[src/hdl/hl2_cfg_pkg.sv]
// Command space configuration
// Widths, command addresses and factory defaults shared by the
// Wishbone command decoder, the register block and the readback path.

package hl2_cfg_pkg;

  ////////////////////////////////////////
  // widths
  ////////////////////////////////////////

  // host command address and data word
  parameter int unsigned CMD_ADDR_W = 6;
  parameter int unsigned CMD_DATA_W = 32;

  // ethernet MAC address
  parameter int unsigned MAC_W = 48;

  ////////////////////////////////////////
  // command addresses
  ////////////////////////////////////////

  // TX control, bit 0 mox, bit 1 PA enable
  parameter logic [CMD_ADDR_W-1:0] ADDR_TXCTRL     = 6'h09;

  // stored network settings
  parameter logic [CMD_ADDR_W-1:0] ADDR_STATIC_IP  = 6'h3b;
  parameter logic [CMD_ADDR_W-1:0] ADDR_ALT_MAC    = 6'h3c;
  parameter logic [CMD_ADDR_W-1:0] ADDR_EEPROM_CFG = 6'h3d;

  // read only words
  parameter logic [CMD_ADDR_W-1:0] ADDR_VERSION    = 6'h3e;
  parameter logic [CMD_ADDR_W-1:0] ADDR_STATUS     = 6'h3f;

  ////////////////////////////////////////
  // EEPROM config and defaults
  ////////////////////////////////////////

  // set means use the stored alternate MAC low half
  parameter int unsigned EEPROM_ALT_MAC_BIT = 6;

  // factory MAC, bit 1 is replaced by the alternate MAC pin
  parameter logic [MAC_W-1:0] DEFAULT_BASE_MAC = 48'h00_1c_c0_a2_13_dd;

endpackage
[src/hdl/hl2_cmd_pkg.sv]
// Command path types
// Opcodes, decoder states and the packed structs that carry a decoded
// request and the register contents between the command blocks.

package hl2_cmd_pkg;

  ////////////////////////////////////////
  // basic words
  ////////////////////////////////////////

  typedef logic [hl2_cfg_pkg::CMD_ADDR_W-1:0] cmd_addr_t;
  typedef logic [hl2_cfg_pkg::CMD_DATA_W-1:0] cmd_word_t;
  typedef logic [hl2_cfg_pkg::MAC_W-1:0]      mac_t;

  ////////////////////////////////////////
  // enums
  ////////////////////////////////////////

  // one opcode per known command address
  typedef enum logic [2:0] {
    OP_NOP        = 3'd0,
    OP_TXCTRL     = 3'd1,
    OP_STATIC_IP  = 3'd2,
    OP_ALT_MAC    = 3'd3,
    OP_EEPROM_CFG = 3'd4,
    OP_VERSION    = 3'd5,
    OP_STATUS     = 3'd6
  } cmd_op_e;

  // Wishbone slave states
  typedef enum logic [1:0] {
    IDLE = 2'd0,
    ACK  = 2'd1,
    WAIT = 2'd2
  } wb_state_e;

  ////////////////////////////////////////
  // structs
  ////////////////////////////////////////

  // decoded request, valid for one cycle per transfer
  typedef struct packed {
    logic      valid;
    logic      we;
    cmd_op_e   op;
    cmd_word_t data;
  } cmd_req_t;

  // register contents seen by the readback path
  typedef struct packed {
    cmd_word_t   static_ip;
    logic [15:0] alt_mac;
    logic [7:0]  eeprom_cfg;
    logic        mox;
    logic        pa_en;
    logic        tx_on;
  } cfg_regs_t;

endpackage

[src/hdl/hl2_cmd_top.sv]
// Command path top level
// Wishbone classic slave for host commands: decode, configuration
// register execute and readback, all in the clk_ctrl domain.

module hl2_cmd_top #(
  parameter hl2_cmd_pkg::mac_t BASE_MAC      = hl2_cfg_pkg::DEFAULT_BASE_MAC,
  parameter logic [7:0]        VERSION_MAJOR = 8'd72
) (
  input  logic                   clk_ctrl,
  input  logic                   rst_n_i,
  // Wishbone classic slave
  input  logic                   wb_cyc_i,
  input  logic                   wb_stb_i,
  input  logic                   wb_we_i,
  input  hl2_cmd_pkg::cmd_addr_t wb_adr_i,
  input  hl2_cmd_pkg::cmd_word_t wb_dat_i,
  output hl2_cmd_pkg::cmd_word_t wb_dat_o,
  output logic                   wb_ack_o,
  // board inputs
  input  logic                   alternate_mac_i,
  input  logic                   tx_inhibit_i,
  // status outputs
  output hl2_cmd_pkg::mac_t      local_mac_o,
  output logic                   tx_on_o
);

  import hl2_cmd_pkg::*;

  cmd_req_t  req;
  cfg_regs_t regs;

  ////////////////////////////////////////
  // command blocks
  ////////////////////////////////////////

  cmd_decode u_decode (
    .clk_ctrl (clk_ctrl),
    .rst_n_i  (rst_n_i),
    .wb_cyc_i (wb_cyc_i),
    .wb_stb_i (wb_stb_i),
    .wb_we_i  (wb_we_i),
    .wb_adr_i (wb_adr_i),
    .wb_dat_i (wb_dat_i),
    .wb_ack_o (wb_ack_o),
    .req_o    (req)
  );

  cmd_execute #(
    .BASE_MAC (BASE_MAC)
  ) u_execute (
    .clk_ctrl        (clk_ctrl),
    .rst_n_i         (rst_n_i),
    .req_i           (req),
    .alternate_mac_i (alternate_mac_i),
    .tx_inhibit_i    (tx_inhibit_i),
    .regs_o          (regs),
    .local_mac_o     (local_mac_o)
  );

  cmd_response #(
    .VERSION_MAJOR (VERSION_MAJOR)
  ) u_response (
    .clk_ctrl     (clk_ctrl),
    .rst_n_i      (rst_n_i),
    .req_i        (req),
    .regs_i       (regs),
    .tx_inhibit_i (tx_inhibit_i),
    .wb_dat_o     (wb_dat_o)
  );

  // keying comes straight from the register block
  assign tx_on_o = regs.tx_on;

endmodule

[src/hdl/cmd_response.sv]
// Command response
// Forms the readback word for a Wishbone read from the register view,
// the firmware version and the TX status, and holds it between transfers.

module cmd_response #(
  parameter logic [7:0] VERSION_MAJOR = 8'd72
) (
  input  logic                   clk_ctrl,
  input  logic                   rst_n_i,
  input  hl2_cmd_pkg::cmd_req_t  req_i,
  input  hl2_cmd_pkg::cfg_regs_t regs_i,
  input  logic                   tx_inhibit_i,
  output hl2_cmd_pkg::cmd_word_t wb_dat_o
);

  import hl2_cmd_pkg::*;

  cmd_word_t rd_word;
  cmd_word_t rd_q;

  ////////////////////////////////////////
  // readback word
  ////////////////////////////////////////

  always_comb begin
    rd_word = '0;
    case (req_i.op)
      OP_TXCTRL: begin
        rd_word[1:0] = {regs_i.pa_en, regs_i.mox};
      end
      OP_STATIC_IP: begin
        rd_word = regs_i.static_ip;
      end
      OP_ALT_MAC: begin
        rd_word[15:0] = regs_i.alt_mac;
      end
      OP_EEPROM_CFG: begin
        rd_word[7:0] = regs_i.eeprom_cfg;
      end
      OP_VERSION: begin
        rd_word[7:0] = VERSION_MAJOR;
      end
      // live keying state and the inhibit pin
      OP_STATUS: begin
        rd_word[1:0] = {tx_inhibit_i, regs_i.tx_on};
      end
      default: begin
        rd_word = '0;
      end
    endcase
    // writes return nothing
    if (req_i.we) begin
      rd_word = '0;
    end
  end

  always_ff @(posedge clk_ctrl) begin
    if (!rst_n_i) begin
      rd_q <= '0;
    end else if (req_i.valid) begin
      rd_q <= rd_word;
    end
  end

  // new word during ack, last word otherwise
  assign wb_dat_o = req_i.valid ? rd_word : rd_q;

endmodule

[src/hdl/cmd_execute.sv]
// Command execute
// Holds the configuration registers written by host commands, keys the
// transmitter from mox, PA enable and the inhibit input, and selects the
// local MAC address.

module cmd_execute #(
  parameter hl2_cmd_pkg::mac_t BASE_MAC = hl2_cfg_pkg::DEFAULT_BASE_MAC
) (
  input  logic                   clk_ctrl,
  input  logic                   rst_n_i,
  input  hl2_cmd_pkg::cmd_req_t  req_i,
  input  logic                   alternate_mac_i,
  input  logic                   tx_inhibit_i,
  output hl2_cmd_pkg::cfg_regs_t regs_o,
  output hl2_cmd_pkg::mac_t      local_mac_o
);

  import hl2_cfg_pkg::*;
  import hl2_cmd_pkg::*;

  cmd_word_t   static_ip_q;
  logic [15:0] alt_mac_q;
  logic [7:0]  eeprom_cfg_q;
  logic        mox_q;
  logic        pa_en_q;
  logic        tx_on_q;
  logic        wr_en;

  assign wr_en = req_i.valid && req_i.we;

  ////////////////////////////////////////
  // configuration registers
  ////////////////////////////////////////

  always_ff @(posedge clk_ctrl) begin
    if (!rst_n_i) begin
      static_ip_q  <= '0;
      alt_mac_q    <= '0;
      eeprom_cfg_q <= '0;
      mox_q        <= 1'b0;
      pa_en_q      <= 1'b0;
    end else if (wr_en) begin
      case (req_i.op)
        OP_TXCTRL: begin
          mox_q   <= req_i.data[0];
          pa_en_q <= req_i.data[1];
        end
        OP_STATIC_IP: begin
          static_ip_q <= req_i.data;
        end
        // only the low half of the MAC is stored
        OP_ALT_MAC: begin
          alt_mac_q <= req_i.data[15:0];
        end
        OP_EEPROM_CFG: begin
          eeprom_cfg_q <= req_i.data[7:0];
        end
        // version, status and unknown words are read only
        default: begin
        end
      endcase
    end
  end

  ////////////////////////////////////////
  // TX keying
  ////////////////////////////////////////

  // inhibit wins over a keyed transmitter
  always_ff @(posedge clk_ctrl) begin
    if (!rst_n_i) begin
      tx_on_q <= 1'b0;
    end else begin
      tx_on_q <= mox_q & pa_en_q & ~tx_inhibit_i;
    end
  end

  ////////////////////////////////////////
  // local MAC
  ////////////////////////////////////////

  always_comb begin
    if (eeprom_cfg_q[EEPROM_ALT_MAC_BIT]) begin
      local_mac_o = {BASE_MAC[MAC_W-1:16], alt_mac_q};
    end else begin
      // pin selects between two factory addresses
      local_mac_o = {BASE_MAC[MAC_W-1:2], ~alternate_mac_i, BASE_MAC[0]};
    end
  end

  ////////////////////////////////////////
  // register view for readback
  ////////////////////////////////////////

  assign regs_o.static_ip  = static_ip_q;
  assign regs_o.alt_mac    = alt_mac_q;
  assign regs_o.eeprom_cfg = eeprom_cfg_q;
  assign regs_o.mox        = mox_q;
  assign regs_o.pa_en      = pa_en_q;
  assign regs_o.tx_on      = tx_on_q;

endmodule

[src/hdl/cmd_decode.sv]
// Command decoder
// Wishbone classic slave that takes one transfer at a time, maps the
// bus address to an opcode and issues a one-cycle request with ack.

module cmd_decode (
  input  logic                  clk_ctrl,
  input  logic                  rst_n_i,
  // Wishbone classic slave
  input  logic                  wb_cyc_i,
  input  logic                  wb_stb_i,
  input  logic                  wb_we_i,
  input  hl2_cmd_pkg::cmd_addr_t wb_adr_i,
  input  hl2_cmd_pkg::cmd_word_t wb_dat_i,
  output logic                  wb_ack_o,
  // decoded request
  output hl2_cmd_pkg::cmd_req_t  req_o
);

  import hl2_cfg_pkg::*;
  import hl2_cmd_pkg::*;

  wb_state_e state_q;
  wb_state_e state_d;
  cmd_op_e   op_dec;
  cmd_op_e   op_q;
  logic      we_q;
  cmd_word_t data_q;
  logic      bus_req;

  assign bus_req = wb_cyc_i && wb_stb_i;

  ////////////////////////////////////////
  // address decode
  ////////////////////////////////////////

  always_comb begin
    case (wb_adr_i)
      ADDR_TXCTRL:     op_dec = OP_TXCTRL;
      ADDR_STATIC_IP:  op_dec = OP_STATIC_IP;
      ADDR_ALT_MAC:    op_dec = OP_ALT_MAC;
      ADDR_EEPROM_CFG: op_dec = OP_EEPROM_CFG;
      ADDR_VERSION:    op_dec = OP_VERSION;
      ADDR_STATUS:     op_dec = OP_STATUS;
      // anything else is acked and ignored
      default:         op_dec = OP_NOP;
    endcase
  end

  ////////////////////////////////////////
  // bus FSM
  ////////////////////////////////////////

  always_comb begin
    state_d = state_q;
    case (state_q)
      IDLE: begin
        if (bus_req) begin
          state_d = ACK;
        end
      end
      // master still holds stb when it sees ack
      ACK: begin
        state_d = bus_req ? WAIT : IDLE;
      end
      WAIT: begin
        if (!bus_req) begin
          state_d = IDLE;
        end
      end
      default: begin
        state_d = IDLE;
      end
    endcase
  end

  always_ff @(posedge clk_ctrl) begin
    if (!rst_n_i) begin
      state_q <= IDLE;
    end else begin
      state_q <= state_d;
    end
  end

  // capture the transfer when it is first seen
  always_ff @(posedge clk_ctrl) begin
    if (state_q == IDLE && bus_req) begin
      we_q   <= wb_we_i;
      op_q   <= op_dec;
      data_q <= wb_dat_i;
    end
  end

  ////////////////////////////////////////
  // outputs
  ////////////////////////////////////////

  // valid and ack share the single ACK cycle
  assign wb_ack_o    = (state_q == ACK);
  assign req_o.valid = (state_q == ACK);
  assign req_o.we    = we_q;
  assign req_o.op    = op_q;
  assign req_o.data  = data_q;

endmodule

[config.mk]
export PLATFORM = sky130hd
export DESIGN_NAME = hl2_cmd_top
export DESIGN_NICKNAME = d
export VERILOG_FILES = /design/src/hdl/hl2_cfg_pkg.sv /design/src/hdl/hl2_cmd_pkg.sv /design/src/hdl/hl2_cmd_top.sv /design/src/hdl/cmd_response.sv /design/src/hdl/cmd_execute.sv /design/src/hdl/cmd_decode.sv
export SDC_FILE = /design/constraint.sdc
export NUM_CORES = 1
export LEC_CHECK = 0
export BUFFER_PORTS_ARGS = -buffer_cell sky130_fd_sc_hd__buf_2
export CAP_MARGIN = 15
export CELL_PAD_IN_SITES_DETAIL_PLACEMENT = 1
export CELL_PAD_IN_SITES_GLOBAL_PLACEMENT = 2
export CORE_ASPECT_RATIO = 0.7
export CORE_UTILIZATION = 37
export CTS_BUF_LIST = sky130_fd_sc_hd__clkbuf_8
export CTS_CLUSTER_DIAMETER = 50
export CTS_CLUSTER_SIZE = 20
export DETAILED_ROUTE_END_ITERATION = 10
export PLACE_DENSITY = 0.9
export SYNTH_ARGS = -nofsm -noshare
export SYNTH_HDL_FRONTEND = slang
export SYNTH_SLANG_ARGS = --single-unit
[constraint.sdc]
create_clock -name clk_ctrl -period 5.1 [get_ports clk_ctrl]
set_input_delay 0.765 -clock clk_ctrl [delete_from_list [all_inputs] [get_ports clk_ctrl]]
set_output_delay 0.765 -clock clk_ctrl [all_outputs]
set_load 0.005 [all_outputs]
-- Word-level counts from Yosys, hierarchy flattened
Cells that the tools add are included.
- register bits after elaboration: 129
- output and inout bits: 82
- bits of input ports: 45
- word-level logic and storage cells: 52
- reduce and logical (&&, ||, !) cells: 9
- mux-type cells: 12
- eq/ne operators: 16
- bitwise gates (word level): 4
- operators by type and width (kind ; count):
    $mux 32 ; 2
    $mux 16 ; 2
    $eq 6x6->1 const B ; 5
    $pmux 6 s4 ; 1
    $pmux 3 s6 ; 1
    $pmux 8 s2 ; 1
    $pmux 2 s5 ; 1
    $reduce_and 2->1 ; 5
    $eq 3x3->1 const B ; 3
    $eq 3x2->1 const B ; 2
    $eq 6x4->1 const B ; 1
    $mux 2 ; 3
    $pmux 2 s3 ; 1
    $eq 3x1->1 const B ; 1
    $logic_and 1x1->1 ; 3
    $and 1x1->1 ; 2
    $eq 2x1->1 const B ; 1
    $eq 2x2->1 const B ; 1
    $logic_not 2->1 ; 1
    $ne 2x1->1 const B ; 1
    $ne 2x2->1 const B ; 1
    $not 1->1 ; 2

-- Logic depth before layout (Yosys ltp)
- depth in word-level cells: 4
- mapped depth: 7
- depth with buffers taken out: 5

-- By module
From an unflattened synthesis, not the netlist that was laid out.
- cells, all modules: 533
- area total of the unflattened synthesis: 5651.7 µm²
- modules (own cells, without submodules) (module ; area an instance (µm²) ; times used ; cells an instance ; seq. area each (µm²)):
    cmd_execute ; 2650.0 ; 1 ; 284 ; 1181.1
    cmd_response ; 1761.7 ; 1 ; 192 ; 640.6
    cmd_decode ; 1239.9 ; 1 ; 57 ; 1121.1

-- Least setup slack after synthesis
Ideal clock, no wire load.
- path type: input to register
- from: input port wb_cyc_i
- to: register u_decode.data_q[0] (enable)
- path buffers: 0
- data required time: 4.626 ns
- stages on the path: 2
- library setup time: 0.474 ns
- arrival: 3.275 ns
- path slack: 1.351 ns
- path through: nand2_1 nor3_1
- longest elaborated chain between the ends: 2
- RTL lines (element ; line ; source):
    from (decl) ; hl2_cmd_top.sv:12 ; input logic wb_cyc_i,
    $logic_and 1x1->1 ; cmd_decode.sv:30 ; assign bus_req = wb_cyc_i && wb_stb_i;
    $logic_and 1x1->1 ; cmd_decode.sv:86 ; if (state_q == IDLE && bus_req) begin
    to (signal assigned) ; cmd_decode.sv:89 ; data_q <= wb_dat_i;
    to (decl) ; cmd_decode.sv:27 ; cmd_word_t data_q;
Every way passes these cells.
A chain may end at the register's enable or synchronous reset.

-- Worst setup path in the final report
- from: register u_decode.op_q[1]
- to: output port wb_dat_o[13]
- longest elaborated chain between the ends: 4
- elaborated cells on any way between the ends: 5
- those cells by class: eq/ne: 2; mux: 3
- RTL lines (element ; line ; source):
    from (decl) ; cmd_decode.sv:25 ; cmd_op_e op_q;
    from (signal assigned) ; cmd_decode.sv:88 ; op_q <= op_dec;
    $eq 3x2->1 ; cmd_response.sv:27 ; case (req_i.op)
    $pmux 8 s2 * ; cmd_response.sv:27 ;
    $mux 32 * ; cmd_response.sv:52 ; if (req_i.we) begin
    $mux 32 * ; -- ;
    to (decl) ; hl2_cmd_top.sv:17 ; output hl2_cmd_pkg::cmd_word_t wb_dat_o,
Every way passes the cells marked *; elsewhere a longest branch is shown, timed or not.

==> impl_metrics.json <==
{
  "status": "finished clean",
  "path_class": "register to output pin",
  "r2r-end": "u_response.rd_q[13]$_SDFF_PN0_",
  "grt_max_degree": 94,
  "min_from": "u_execute.static_ip_q[14]$_SDFFE_PN0P_",
  "synth-edff-count": 36,
  "final_cell_mix": "103 x nand2_1, 94 x buf_2, 93 x dfxtp_1, 36 x edfxtp_1, 34 x and2_1",
  "worst_slack_ns": 1.485,
  "gp_congestion": 0.7881,
  "irDropWorstVdd_mv": 0.1820,
  "cts_hold_buf": 0,
  "holdPathStages": 2,
  "leakage_nw": 2.556,
  "core_sq_mm": 0.01405,
  "post-route-period-util": 0.7088,
  "worstReg2RegStart": "u_decode.op_q[1]$_DFFE_PP_",
  "syn_to_final_growth_pct": 16.98,
  "nFillCells": 1619,
  "cts_tree": "yes",
  "syn_area_per_cell_sq_um": 10.36,
  "fin_skew_ns": 0.008921,
  "startpoint_type": "register",
  "hpwlAfterDp_um": 9008,
  "placedCellCount": 772,
  "required_ns": 4.34,
  "htree_levels": 4,
  "end_kind": "output pin",
  "vias": 3873,
  "grt_pass1_vias": 3956,
  "die_area_sq_mm": 0.01499,
  "gr-usage-all-layers": 0.1877,
  "syn_area_sq_mm": 0.005365,
  "multiInputGateArea_sq_mm": 0.002081,
  "ant_nets": 0,
  "dr.pass1.iters": 6,
  "grt_pass1_wl_um": 21300,
  "seq_area_sq_mm": 0.002943,
  "worst_pin_slew_ns": 1.041,
  "dp_worst_setup_slack_ns": 1.879,
  "wirelength_um": 13730,
  "mostFrequentLayoutCell": "nand2_1",
  "fp.dieW_um": 145.9,
  "overflow": 0,
  "final_hold_viol_count": 0,
  "viasPerCell": 4.817,
  "synth.distinct_cells": 41,
  "synth-seq-area-share": 0.5485,
  "root_buffer": "clkbuf_8",
  "n_antenna_cell": 0,
  "synth_flop_cell": "dfxtp_1",
  "slew_viol_final": 0,
  "clock_latency_ns": 0.43,
  "cts_resized": 0,
  "r2r_slack_ns": 2.67,
  "avgRoutedWirePerCell_um": 17.08,
  "grt_antenna_before_repair": 2,
  "cts_buffers": 17,
  "rsz0062_at_grt": "no",
  "drc": 0,
  "clk_transition_reported_paths_ns": 0.08,
  "critPathMaxFanout": 24,
  "yosysWarnings": 0,
  "io_buffers": 94,
  "fmax_ghz": 0.2766,
  "power.density_mw_per_mm2": 346.5,
  "clockBufferDepth": 2,
  "drv_cap": 0,
  "setup_violations": 0,
  "row_count": 36,
  "die_height_um": 102.8,
  "synth_seq_cells": 129,
  "fin_crit_ns": 3.615,
  "hold_path_end": "u_execute.static_ip_q[14]$_SDFFE_PN0P_",
  "synthCells": 518,
  "synthArstFlopShare": 0,
  "final_nets": 646,
  "drive_gt1_frac": 0.2296,
  "post-cts-setup-buffer-count": 0,
  "slew_headroom": 0.3061,
  "first_iter_violations": 235,
  "rr_worst_depth": 4,
  "worstPathArrival_ns": 2.85,
  "numClockSinks": 129,
  "initial_core_util": 0.3818,
  "fin_tns_setup_ns": 0,
  "ioPinCount": 127,
  "hold_path.class": "register to register",
  "layoutNonFillerInstCount": 804
}
worst max path at each step:
stage	cells past startpoint	endpoint	slack [ns]	startpoint
after CTS	5	wb_dat_o[12]	1.43	u_decode.op_q[1]$_DFFE_PP_
after global placement	5	wb_dat_o[14]	2.08	u_decode.op_q[2]$_DFFE_PP_
after floorplan	2	u_decode.data_q[0]$_DFFE_PP_	1.35	wb_cyc_i
final	5	wb_dat_o[13]	1.49	u_decode.op_q[1]$_DFFE_PP_
after detailed placement	5	wb_dat_o[12]	1.88	u_decode.op_q[1]$_DFFE_PP_
after global routing	5	wb_dat_o[8]	1.18	u_decode.op_q[1]$_DFFE_PP_
logic make-up after synthesis:
logic type / Yosys count / share of synthesized area
compound gates: 100 / 0.1474
xor+xnor: 1 / 0.001633
buf+inv: 75 / 0.08559
flops: 129 / 0.5485
mux: 15 / 0.02892
other cells: 2 / 0.001400
simple gates: 196 / 0.1866
area by class of cell:
| class | count | area share |
|---|---|---|
| flip-flops and latches | 129 | 0.4689 |
| multi-input cells | 344 | 0.3315 |
| repair buffers | 99 | 0.08094 |
| clock buffers | 19 | 0.04167 |
| well taps | 190 | 0.03788 |
| clock inverters | 13 | 0.03309 |
| inverters | 10 | 0.005981 |
stage by stage:
stage / cell area (sq um) / util / power [mW] / hold slack [ns]
3_5_place_dp: 5807 / 0.4132 / 1.175 / 0.4507
2_1_floorplan: 5478 / - / 1.158 / 0.4346
6_report: 6276 / 0.4466 / 2.175 / 0.4591
5_1_grt: 6276 / 0.4466 / 2.255 / 0.4736
3_3_place_gp: 5807 / 0.4132 / 1.171 / 0.4409
4_1_cts: 6276 / 0.4466 / 2.198 / 0.4621
Yosys cell counts (3+ instances only):
cell / instances / share of area
a21boi_0: 25 / 0.035
a21boi_1: 24 / 0.034
a21oi_1: 4 / 0.0037
a221o_1: 4 / 0.0075
a222oi_1: 10 / 0.019
a22o_1: 20 / 0.033
a22oi_1: 4 / 0.0056
and2_1: 34 / 0.040
buf_2: 10 / 0.0093
buf_4: 40 / 0.056
clkbuf_1: 13 / 0.0091
dfxtp_1: 93 / 0.35
edfxtp_1: 36 / 0.20
inv_1: 10 / 0.0070
mux2_2: 4 / 0.0084
mux2i_1: 11 / 0.021
nand2_1: 103 / 0.072
nand2b_1: 10 / 0.012
nand3_1: 6 / 0.0056
nor2_1: 4 / 0.0028
nor2b_1: 21 / 0.024
nor3b_1: 3 / 0.0042
o21ai_0: 5 / 0.0047
critical path, stage by stage (launching register included):
cell      delay (ns)
edfxtp_1        0.60
nor3b_1         0.40
and2_1          0.88
a222oi_1        0.32
inv_1           0.10
buf_2           0.11
where the power goes:
part	internal [mW]	switching [mW]
logic	0.0285	0.0439
clock network	0.609	0.415
registers	1.07	0.0105
metal layers:
layer / global-route usage / vias to the layer above / routed length [um]
met1: 0.2487 / 1872 / 6640
met4: 0.05911 / 2 / 70
met5: 0 / - / 12
met3: 0.04912 / 10 / 769
met2: 0.3022 / 108 / 6237
li1: - / 1881 / -
state kept, by name (all words and copies together) (netlist names), 2 cells and up:
signal and count:
u_response.rd_q 32, u_decode.state_q 2, u_execute.static_ip_q 32, u_execute.eeprom_cfg_q 8, u_decode.op_q 3, u_decode.data_q 32, u_execute.alt_mac_q 16
Power figures use the tool's default switching activity.
